`src/rv_defines.svh`:
```
`ifndef RV_DEFINES_SVH
`define RV_DEFINES_SVH

// data, address and instruction width
`define XLEN 32

// register index width and register count
`define REG_ADDR_W 5
`define NUM_REGS 32

// first fetch address after reset
`define RESET_PC 32'h0000_0000

// shift amount taken from the low bits of operand b
`define SHAMT_W 5

`endif

```
`src/rv_pkg.sv`:
```
package rv_pkg;

    // major opcodes handled by the core
    typedef enum logic [6:0] {
        OP     = 7'b0110011,
        OP_IMM = 7'b0010011,
        LUI    = 7'b0110111,
        LOAD   = 7'b0000011,
        STORE  = 7'b0100011,
        JAL    = 7'b1101111
    } opcode_e;

    // alu operations
    typedef enum logic [3:0] {
        ADD    = 4'd0,
        SUB    = 4'd1,
        AND    = 4'd2,
        OR     = 4'd3,
        XOR    = 4'd4,
        SLL    = 4'd5,
        SRL    = 4'd6,
        SRA    = 4'd7,
        SLT    = 4'd8,
        PASS_B = 4'd9
    } alu_op_e;

    // immediate formats
    typedef enum logic [1:0] {
        IMM_I = 2'd0,
        IMM_S = 2'd1,
        IMM_U = 2'd2,
        IMM_J = 2'd3
    } imm_type_e;

    // source of the register write-back value
    // WB_LINK carries pc+4 for jal
    typedef enum logic [1:0] {
        WB_ALU  = 2'd0,
        WB_MEM  = 2'd1,
        WB_LINK = 2'd2
    } wb_sel_e;

endpackage

```
`src/fetch_unit.sv`:
```
`include "rv_defines.svh"

module fetch_unit (
    input  logic              clk,
    input  logic              arst_n,
    input  logic              is_jal,
    input  logic [`XLEN-1:0]  imm,
    output logic [`XLEN-1:0]  pc,
    output logic [`XLEN-1:0]  pc_plus4,
    output logic              run
);

    logic [`XLEN-1:0] jal_target;
    logic [`XLEN-1:0] pc_next;

    assign pc_plus4   = pc + `XLEN'(4);
    assign jal_target = pc + imm;

    // jal is the only control transfer
    assign pc_next = is_jal ? jal_target : pc_plus4;

    // run rises one edge after reset release,
    // so the first fetch at the reset pc retires on the edge after that
    always_ff @(posedge clk or negedge arst_n) begin
        if (!arst_n) begin
            pc  <= `RESET_PC;
            run <= 1'b0;
        end else begin
            run <= 1'b1;
            if (run) begin
                pc <= pc_next;
            end
        end
    end

endmodule

```
`src/decoder.sv`:
```
`include "rv_defines.svh"

module decoder (
    input  logic [`XLEN-1:0]        instr,
    input  logic                    run,
    output rv_pkg::alu_op_e         alu_op,
    output rv_pkg::imm_type_e       imm_type,
    output rv_pkg::wb_sel_e         wb_sel,
    output logic                    use_imm,
    output logic                    reg_we,
    output logic                    mem_we,
    output logic                    is_jal,
    output logic [`REG_ADDR_W-1:0]  rd,
    output logic [`REG_ADDR_W-1:0]  rs1,
    output logic [`REG_ADDR_W-1:0]  rs2
);

    import rv_pkg::*;

    opcode_e    opcode;
    logic [2:0] funct3;
    logic       alt_bit;
    alu_op_e    f3_alu_op;
    logic       f3_ok;
    logic       writes_rd;
    logic       is_store;

    assign opcode  = opcode_e'(instr[6:0]);
    assign rd      = instr[11:7];
    assign funct3  = instr[14:12];
    assign rs1     = instr[19:15];
    assign rs2     = instr[24:20];
    // funct7 bit 5, selects sub and sra
    assign alt_bit = instr[30];

    // alu operation shared by register and immediate forms
    always_comb begin
        f3_ok = 1'b1;
        case (funct3)
            3'b000:  f3_alu_op = (alt_bit && opcode == OP) ? SUB : ADD;
            3'b001:  f3_alu_op = SLL;
            3'b010:  f3_alu_op = SLT;
            3'b100:  f3_alu_op = XOR;
            3'b101:  f3_alu_op = alt_bit ? SRA : SRL;
            3'b110:  f3_alu_op = OR;
            3'b111:  f3_alu_op = AND;
            // sltu and sltiu are not implemented
            default: begin
                f3_alu_op = ADD;
                f3_ok     = 1'b0;
            end
        endcase
    end

    always_comb begin
        alu_op    = ADD;
        imm_type  = IMM_I;
        wb_sel    = WB_ALU;
        use_imm   = 1'b0;
        writes_rd = 1'b0;
        is_store  = 1'b0;
        is_jal    = 1'b0;
        case (opcode)
            OP: begin
                alu_op    = f3_alu_op;
                writes_rd = f3_ok;
            end
            OP_IMM: begin
                alu_op    = f3_alu_op;
                use_imm   = 1'b1;
                writes_rd = f3_ok;
            end
            LUI: begin
                alu_op    = PASS_B;
                imm_type  = IMM_U;
                use_imm   = 1'b1;
                writes_rd = 1'b1;
            end
            LOAD: begin
                use_imm   = 1'b1;
                wb_sel    = WB_MEM;
                writes_rd = 1'b1;
            end
            STORE: begin
                imm_type  = IMM_S;
                use_imm   = 1'b1;
                is_store  = 1'b1;
            end
            JAL: begin
                imm_type  = IMM_J;
                wb_sel    = WB_LINK;
                writes_rd = 1'b1;
                is_jal    = 1'b1;
            end
            // anything else falls through as a no-op
            default: ;
        endcase
    end

    // x0 writes are dropped, nothing writes before the core runs
    assign reg_we = run && writes_rd && (rd != '0);
    assign mem_we = run && is_store;

endmodule

```
`src/imm_gen.sv`:
```
`include "rv_defines.svh"

module imm_gen (
    input  logic [`XLEN-1:0]   instr,
    input  rv_pkg::imm_type_e  imm_type,
    output logic [`XLEN-1:0]   imm
);

    import rv_pkg::*;

    logic sign;

    assign sign = instr[31];

    always_comb begin
        case (imm_type)
            IMM_I: begin
                imm = {{(`XLEN-12){sign}}, instr[31:20]};
            end
            IMM_S: begin
                imm = {{(`XLEN-12){sign}}, instr[31:25], instr[11:7]};
            end
            IMM_U: begin
                imm = {instr[31:12], 12'b0};
            end
            // j offset is scattered and always even
            IMM_J: begin
                imm = {{(`XLEN-20){sign}}, instr[19:12], instr[20], instr[30:21], 1'b0};
            end
            default: begin
                imm = '0;
            end
        endcase
    end

endmodule

```
`src/reg_file.sv`:
```
`include "rv_defines.svh"

module reg_file (
    input  logic                    clk,
    input  logic                    arst_n,
    input  logic [`REG_ADDR_W-1:0]  rs1,
    input  logic [`REG_ADDR_W-1:0]  rs2,
    input  logic [`REG_ADDR_W-1:0]  rd,
    input  logic                    we,
    input  logic [`XLEN-1:0]        wdata,
    output logic [`XLEN-1:0]        rs1_data,
    output logic [`XLEN-1:0]        rs2_data
);

    // x0 has no storage
    logic [`XLEN-1:0] regs [1:`NUM_REGS-1];

    always_ff @(posedge clk or negedge arst_n) begin
        if (!arst_n) begin
            for (int i = 1; i < `NUM_REGS; i++) begin
                regs[i] <= '0;
            end
        end else if (we && rd != '0) begin
            regs[rd] <= wdata;
        end
    end

    // combinational reads, index 0 reads zero
    always_comb begin
        if (rs1 == '0) begin
            rs1_data = '0;
        end else begin
            rs1_data = regs[rs1];
        end
        if (rs2 == '0) begin
            rs2_data = '0;
        end else begin
            rs2_data = regs[rs2];
        end
    end

endmodule

```
`src/execute_unit.sv`:
```
`include "rv_defines.svh"

module execute_unit (
    input  logic [`XLEN-1:0]  rs1_data,
    input  logic [`XLEN-1:0]  rs2_data,
    input  logic [`XLEN-1:0]  imm,
    input  logic [`XLEN-1:0]  pc_plus4,
    input  logic [`XLEN-1:0]  dmem_rdata,
    input  rv_pkg::alu_op_e   alu_op,
    input  logic              use_imm,
    input  rv_pkg::wb_sel_e   wb_sel,
    output logic [`XLEN-1:0]  alu_result,
    output logic [`XLEN-1:0]  wb_data
);

    import rv_pkg::*;

    logic [`XLEN-1:0]    op_a;
    logic [`XLEN-1:0]    op_b;
    logic [`SHAMT_W-1:0] shamt;
    logic                less_than;

    assign op_a  = rs1_data;
    assign op_b  = use_imm ? imm : rs2_data;
    assign shamt = op_b[`SHAMT_W-1:0];

    // signed compare for slt and slti
    assign less_than = $signed(op_a) < $signed(op_b);

    always_comb begin
        case (alu_op)
            ADD: begin
                alu_result = op_a + op_b;
            end
            SUB: begin
                alu_result = op_a - op_b;
            end
            AND: begin
                alu_result = op_a & op_b;
            end
            OR: begin
                alu_result = op_a | op_b;
            end
            XOR: begin
                alu_result = op_a ^ op_b;
            end
            SLL: begin
                alu_result = op_a << shamt;
            end
            SRL: begin
                alu_result = op_a >> shamt;
            end
            SRA: begin
                alu_result = $unsigned($signed(op_a) >>> shamt);
            end
            SLT: begin
                alu_result = {{(`XLEN-1){1'b0}}, less_than};
            end
            // lui passes the u immediate straight through
            PASS_B: begin
                alu_result = op_b;
            end
            default: begin
                alu_result = op_a + op_b;
            end
        endcase
    end

    always_comb begin
        case (wb_sel)
            WB_MEM:  wb_data = dmem_rdata;
            WB_LINK: wb_data = pc_plus4;
            default: wb_data = alu_result;
        endcase
    end

endmodule

```
`src/rv_core.sv`:
```
`include "rv_defines.svh"

module rv_core (
    input  logic                    clk,
    input  logic                    arst_n,
    // instruction port
    output logic [`XLEN-1:0]        imem_addr,
    input  logic [`XLEN-1:0]        imem_data,
    // data port
    output logic [`XLEN-1:0]        dmem_addr,
    output logic [`XLEN-1:0]        dmem_wdata,
    output logic                    dmem_we,
    input  logic [`XLEN-1:0]        dmem_rdata,
    // retire port
    output logic                    wb_en,
    output logic [`REG_ADDR_W-1:0]  wb_rd,
    output logic [`XLEN-1:0]        wb_data
);

    import rv_pkg::*;

    logic [`XLEN-1:0]       pc;
    logic [`XLEN-1:0]       pc_plus4;
    logic                   run;
    logic [`XLEN-1:0]       imm;
    alu_op_e                alu_op;
    imm_type_e              imm_type;
    wb_sel_e                wb_sel;
    logic                   use_imm;
    logic                   reg_we;
    logic                   mem_we;
    logic                   is_jal;
    logic [`REG_ADDR_W-1:0] rd;
    logic [`REG_ADDR_W-1:0] rs1;
    logic [`REG_ADDR_W-1:0] rs2;
    logic [`XLEN-1:0]       rs1_data;
    logic [`XLEN-1:0]       rs2_data;

    fetch_unit fetch_i (
        .clk      (clk),
        .arst_n   (arst_n),
        .is_jal   (is_jal),
        .imm      (imm),
        .pc       (pc),
        .pc_plus4 (pc_plus4),
        .run      (run)
    );

    decoder decoder_i (
        .instr    (imem_data),
        .run      (run),
        .alu_op   (alu_op),
        .imm_type (imm_type),
        .wb_sel   (wb_sel),
        .use_imm  (use_imm),
        .reg_we   (reg_we),
        .mem_we   (mem_we),
        .is_jal   (is_jal),
        .rd       (rd),
        .rs1      (rs1),
        .rs2      (rs2)
    );

    imm_gen imm_gen_i (
        .instr    (imem_data),
        .imm_type (imm_type),
        .imm      (imm)
    );

    reg_file reg_file_i (
        .clk      (clk),
        .arst_n   (arst_n),
        .rs1      (rs1),
        .rs2      (rs2),
        .rd       (rd),
        .we       (reg_we),
        .wdata    (wb_data),
        .rs1_data (rs1_data),
        .rs2_data (rs2_data)
    );

    execute_unit execute_i (
        .rs1_data   (rs1_data),
        .rs2_data   (rs2_data),
        .imm        (imm),
        .pc_plus4   (pc_plus4),
        .dmem_rdata (dmem_rdata),
        .alu_op     (alu_op),
        .use_imm    (use_imm),
        .wb_sel     (wb_sel),
        .alu_result (dmem_addr),
        .wb_data    (wb_data)
    );

    assign imem_addr  = pc;
    assign dmem_wdata = rs2_data;
    assign dmem_we    = mem_we;
    // retire port mirrors the register write
    assign wb_en      = reg_we;
    assign wb_rd      = rd;

endmodule

```
`config.mk`:
```
export PLATFORM = sky130hd
export DESIGN_NAME = rv_core
export DESIGN_NICKNAME = d
export VERILOG_FILES = /design/src/rv_pkg.sv /design/src/fetch_unit.sv /design/src/decoder.sv /design/src/imm_gen.sv /design/src/reg_file.sv /design/src/execute_unit.sv /design/src/rv_core.sv
export VERILOG_INCLUDE_DIRS = /design/src
export SDC_FILE = /design/constraint.sdc
export NUM_CORES = 2
export LEC_CHECK = 0
export BUFFER_PORTS_ARGS = -buffer_cell sky130_fd_sc_hd__buf_2
export CORE_MARGIN = 3
export CORE_UTILIZATION = 52
export CTS_BUF_LIST = sky130_fd_sc_hd__clkbuf_8
export CTS_CLUSTER_SIZE = 14
export DETAILED_ROUTE_END_ITERATION = 6
export MAX_ROUTING_LAYER = met4
export PLACE_DENSITY = 0.68
export SLEW_MARGIN = 40
export SYNTH_ARGS = -nofsm -noshare
export SYNTH_HDL_FRONTEND = slang
export SYNTH_SLANG_ARGS = --single-unit
```
`constraint.sdc`:
```
create_clock -name clk -period 8.9 [get_ports clk]
set_input_delay 0.89 -clock clk [delete_from_list [all_inputs] [get_ports clk]]
set_output_delay 0.89 -clock clk [all_outputs]
set_load 0.02 [all_outputs]
```
# Word level (Yosys, flattened, before mapping)
# Cells that the tools add are included.
[totals] regBits=1025
[classes] reduce_logical=15 n_shift=3 n_addsub=4 n_eq_ne=26 magnitude_cmp=5 n_bitwise=6 mux=27
[op_table] op="bitwise mux 992 bit" n=1
[op_table] op="binary-select mux 32 bit (select 5 bit)" n=2
[op_table] op="2-to-1 mux 32 bit" n=9
[op_table] op="case mux 32 bit (9 select lines)" n=1
[op_table] op="demux 32 bit (select 5 bit)" n=1
[op_table] op="case mux 32 bit (4 select lines)" n=1
[op_table] op="adder 32 bit" n=2
[op_table] op="case mux 32 bit (2 select lines)" n=1
[op_table] op="adder 32 x 3 -> 32 bit, second input constant" n=1
[op_table] op="bitwise AND 32 bit" n=1
[op_table] op="< comparator 32 bit" n=1
[op_table] op="OR 32 bit" n=1
[op_table] op="<< shifter 32 x 5 -> 32 bit" n=1
[op_table] op=">> shifter 32 x 5 -> 32 bit" n=1
[op_table] op=">>> shifter 32 x 5 -> 32 bit" n=1
[op_table] op="subtractor 32 bit" n=1
[op_table] op="bitwise XOR 32 bit" n=1
[op_table] op="case mux 4 bit (7 select lines)" n=1
[op_table] op="equality test 7 x 6 -> 1 bit, second input constant" n=3
[op_table] op="greater-or-equal comparator 6 bit, second input constant" n=3
[op_table] op="NOT 5 -> 6 bit" n=3
[op_table] op="equality test 4 x 3 -> 1 bit, second input constant" n=4
[op_table] op="equality test 3 bit, second input constant" n=4
[op_table] op="logical NOT 5 bit" n=2
[op_table] op="24 further kinds" n=39

# Longest topological paths before layout
[logic_depth] depth_word=10 mapped_depth=28 mapped_depth_nobuf=21

# Cells and area by module
# A second synthesis with hierarchy kept.
[hier_totals] cells_unflattened=6255 hier_area_um2=68901.1
[modules_own_cells] module="reg_file" area_each_um2=53385.0 cells_each=4066 n_inst=1
[modules_own_cells] module="execute_unit" area_each_um2=10687.8 cells_each=1546 n_inst=1
[modules_own_cells] module="fetch_unit" area_each_um2=3971.3 cells_each=527 n_inst=1
[modules_own_cells] module="imm_gen" area_each_um2=432.9 cells_each=56 n_inst=1
[modules_own_cells] module="decoder" area_each_um2=424.2 cells_each=60 n_inst=1

# Worst setup path before layout
# No wires, ideal clock.
[synth_timing] kind="input -> output" start="input port imem_data[20]" end="output port wb_data[19]" setup_slack_ns=0.829 arrival_ns=7.181 required_ns=8.010 cell_stages=27 cell_sequence="buf_6 buf_6 buf_6 buf_6 clkbuf_1 clkbuf_1 buf_1 mux4_2 mux4_2 nor2_1 nor3_1 a21oi_1 ha_1 clkbuf_1 o21a_1 nor2_1 a21oi_1 a211oi_1 o311ai_0 a211o_1 a31o_2 xnor2_1 a221oi_1 nand4_1 o21ai_1 clkbuf_1 inv_1"
[synth_between] elab_chain_cells=9 elab_cells_between_ends=18 cone_classes="2 x add/sub; 3 x shift; 8 x mux; 4 x bitwise; 1 x reduce/logical"
[synth_lines] item="from (decl)" line_no="rv_core.sv:8" text="input logic [`XLEN-1:0] imem_data,"
[synth_lines] item="NOT 5 -> 6 bit (not written as such)" line_no="reg_file.sv:38" text="rs2_data = regs[rs2];"
[synth_lines] item="binary-select mux 32 bit (select 5 bit)" line_no="reg_file.sv:38"
[synth_lines] item="2-to-1 mux 32 bit (not written as such) (2 in series)" line_no="reg_file.sv:38"
[synth_lines] item="2-to-1 mux 32 bit" line_no="reg_file.sv:35" text="if (rs2 == '0) begin"
[synth_lines] item="2-to-1 mux 32 bit (*)" line_no="execute_unit.sv:24" text="assign op_b = use_imm ? imm : rs2_data;"
[synth_lines] item="adder 32 bit, or another cell as far along" line_no="execute_unit.sv:33, execute_unit.sv:64"
[synth_lines] item="case mux 32 bit (9 select lines) (*)" line_no="execute_unit.sv:31" text="case (alu_op)"
[synth_lines] item="named net dmem_addr[19]" line_no="rv_core.sv:10" text="output logic [`XLEN-1:0] dmem_addr,"
[synth_lines] item="case mux 32 bit (2 select lines) (*)" line_no="execute_unit.sv:70" text="case (wb_sel)"
[synth_lines] item="to (decl)" line_no="rv_core.sv:17" text="output logic [`XLEN-1:0] wb_data"
# Mark *: on every way through the listed nets, which the timed path passes. The rest lies on a longest branch. The select of a mux whose other input is x is not followed.

# Worst setup path in the final report
[layout_timing] start="input port imem_data[20]" end="output port wb_data[31]"
[layout_between] elab_chain_cells=9 elab_cells_between_ends=18 cone_classes="2 x add/sub; 3 x shift; 8 x mux; 4 x bitwise; 1 x reduce/logical"
[layout_lines] item="NOT 5 -> 6 bit (not written as such)" line_no="reg_file.sv:38"
[layout_lines] item="binary-select mux 32 bit (select 5 bit)" line_no="reg_file.sv:38"
[layout_lines] item="2-to-1 mux 32 bit (not written as such) (2 in series)" line_no="reg_file.sv:38"
[layout_lines] item="2-to-1 mux 32 bit" line_no="reg_file.sv:35"
[layout_lines] item="2-to-1 mux 32 bit (*)" line_no="execute_unit.sv:24"
[layout_lines] item="adder 32 bit, or another cell as far along" line_no="execute_unit.sv:33, execute_unit.sv:64"
[layout_lines] item="case mux 32 bit (9 select lines) (*)" line_no="execute_unit.sv:31"
[layout_lines] item="case mux 32 bit (2 select lines) (*)" line_no="execute_unit.sv:70"
# Every way passes the cells marked *; elsewhere a longest branch is shown, timed or not. The select of a mux whose other input is x is not followed.

==> flow_metrics.tcl <==
set metrics [dict create \
    grt_max_degree 127 \
    ys_ff_latch 1025 \
    regToRegSetupSlack_ns 2.29 \
    die_x_um 363.8 \
    grt_pass1_wl_mm 420.4 \
    fin_skew_ns 0.09376 \
    ant_nets 0 \
    die_y_um 363.8 \
    finalCritPeriodShare_pct 97.10 \
    status "complete, but fails checks" \
    rr_endpoint "reg_file_i.regs[607]" \
    dpl.hpwl_mm 198.8 \
    cts_tree "done" \
    cts_buffers 175 \
    drc 1 \
    setup_tns_ns 0 \
    antenna_found_initial 23 \
    placementRows 130 \
    synth_cell_types 119 \
    clock-sinks 1025 \
    fill_cells 11150 \
    reg2reg_from "reg_file_i.regs[782]" \
    rsz0062_at_grt "false" \
    fin_total_pwr_mw 12.73 \
    drt-pass1-iter-count 7 \
    avgRoutedWirePerCell_um 33.69 \
    leakagePower_nw 32.43 \
    period_minus_slack_ns 8.642 \
    syn_area_um2 66570 \
    cts-root-buf "clkbuf_8" \
    grt_pass1_vias 57710 \
    clock_path_buffers 3 \
    grt.total_usage_pct 45.60 \
    worst_pin_slew_ns 0.9487 \
    cp-start-kind "input pin" \
    avgSynthCellArea_um2 9.621 \
    gp_congestion 1.047 \
    crit_required_ns 8.01 \
    final_nets 7111 \
    hold_slack_ns 0.4850 \
    gr-total-overflow 0 \
    yosys_warnings 0 \
    startpoint "imem_data[20]" \
    end_kind "primary output" \
    rr_worst_depth 19 \
    ios 201 \
    final_area_um2 73100 \
    start_util_pct 52.67 \
    synth_edf_count 0 \
    vias 60190 \
    synth_nets 7120 \
    dieArea_um2 132300 \
    async_reset_ff_share_pct 100.0 \
    postCtsSetupRepairBufs 0 \
    port-buffer-count 200 \
    p_per_area_nw_per_um2 174.2 \
    area_growth_pct 9.814 \
    violations "design-rule violations" \
    htreeDepth 4 \
    core_area_um2 126400 \
    peakVddDrop_v 0.0001645 \
    placed_area_um2 69210 \
    drive_gt1_share_pct 20.54 \
    hp-class "in2async" \
    synth-main-ff-cell "dfrtp_1" \
    path_max_fanout 36 \
    routed_wl_mm 294.0 \
    ys_seq_area_share_pct 38.53 \
    setup_viol 0 \
    cts.clk_slew.worst_paths_ns 0.06 \
    drtIter0Drc 7439 \
    slew_violations 0 \
    viasPerCell 6.896 \
    clk_latency_ns 0.92 \
    synthCells 6919 \
    cp_data_arrival_time_ns 7.75 \
    critPathKind "in2out" \
    timing.fmax_mhz 115.7 \
    cap_violations 0 \
    timing.final.hold_violations 0 \
    relSlewSlack_pct 36.75 \
]
how the worst max path moves through the flow:
stage	endpoint	slack, ns	cells past startpoint
finish	wb_data[31]	0.26	22
CTS	wb_data[19]	0.45	19
global route	wb_data[31]	0.05	21
detailed placement	wb_data[19]	0.45	19
global placement	wb_data[19]	0.46	23
floorplan	wb_data[19]	0.83	27
worst max-delay path: stages:
cell and delay, ns:
buf_8 0.30, and2b_2 0.50, buf_4 0.31, a22o_1 0.26, mux4_2 0.44, mux2i_1 0.56
inv_1 0.17, a21oi_1 0.45, ha_1 0.41, a21oi_1 0.11, o21bai_1 0.35, o211ai_1 0.16
o311ai_1 0.40, buf_4 0.22, nand3_1 0.18, a21oi_1 0.31, o21ai_0 0.11, a31oi_1 0.39
and4_1 0.29, a21o_1 0.37, inv_1 0.18, buf_2 0.20
synth_stat cells, types with 42 or more instances:
master,n,area [um^2]
buf_1,44,165.2
o21ai_0,696,3483
nand3_1,62,310.3
buf_6,42,473.0
nand2_1,1278,4797
a22oi_1,172,1291
ha_1,132,1652
buf_2,94,470.5
xnor2_1,49,429.2
o21ai_1,355,1777
a21oi_1,187,935.9
nand4_1,47,294.0
dfrtp_1,1025,25650
inv_1,172,645.6
mux2i_1,287,2873
clkbuf_1,390,1464
mux4_2,392,8828
nor2_1,248,930.9
buf_4,42,315.3
o31ai_1,50,375.4
o22ai_1,60,375.4
o211ai_1,47,352.8
nor3_1,149,745.7
mux2_2,76,855.8
o21ai_2,42,367.9
stage by stage:
stage                     instances  utilization [%]  setup WS [ns]
final                          8727            57.84         0.2582
after floorplan                6919                -         0.8289
after detailed placement       8381            54.76         0.4517
after CTS                      8703            57.74         0.4477
after global routing           8724            57.83        0.05084
after global placement         8373            54.52         0.4565
cell type report:
cell class / count / area, um^2 / share of cell area (%)
Antenna cell: 23 / 57.56 / 0.07874
Clock buffer: 225 / 3097 / 4.236
Clock inverter: 96 / 656.9 / 0.8986
Inverter: 181 / 683.2 / 0.9346
Multi-Input combinational cell: 5072 / 37510 / 51.31
Sequential cell: 1025 / 25650 / 35.09
Tap cell: 1650 / 2064 / 2.824
Timing Repair Buffer: 455 / 3381 / 4.625
cells in the final DEF (no fill, tap or decap), types with 213 or more instances in the layout:
cell type,instances
nand2_1,1247
dfrtp_1,1024
o21ai_0,691
mux4_2,392
o21ai_1,355
mux2i_1,286
nor2_1,246
inv_1,227
clkbuf_8,225
buf_4,213
cell families after synthesis:
family | Yosys count | synth area share, %
fa+ha+maj | 135 | 2.571
buf+inv | 822 | 5.975
xor+xnor | 77 | 1.013
simple gates | 2057 | 13.68
flops | 1025 | 38.53
other cells | 1 | 0.005634
compound gates | 2045 | 19.32
mux | 757 | 18.90
routing by layer:
layer  wire [um]  up-vias  global-route usage, %
met5           0        -                      -
met4       17870        0                  24.74
met3       34840      903                  14.23
met2      128700     3853                  65.38
met1      112600    30060                  57.73
li1            -    25370                      -
sequential cells by signal, summed over array words and instances (netlist names):
name             flops
fetch_i.pc          32
fetch_i.run          1
reg_file_i.regs    992
power breakdown:
| part | internal (mW) | switching, mW | total [mW] |
|---|---|---|---|
| registers | 4.78 | 0.151 | 4.93 |
| logic | 0.969 | 2.25 | 3.22 |
| clock network | 2.44 | 2.14 | 4.58 |
what timing repair did:
| item | in CTS | in global routing |
|---|---|---|
| hold buffers | 1 | 0 |
| setup endpoints to repair | 0 | 2 |
| resized for setup | 0 | 2 |
| hold endpoints to repair | 30 | 0 |
Note: power is estimated with default switching activity, not from simulation.
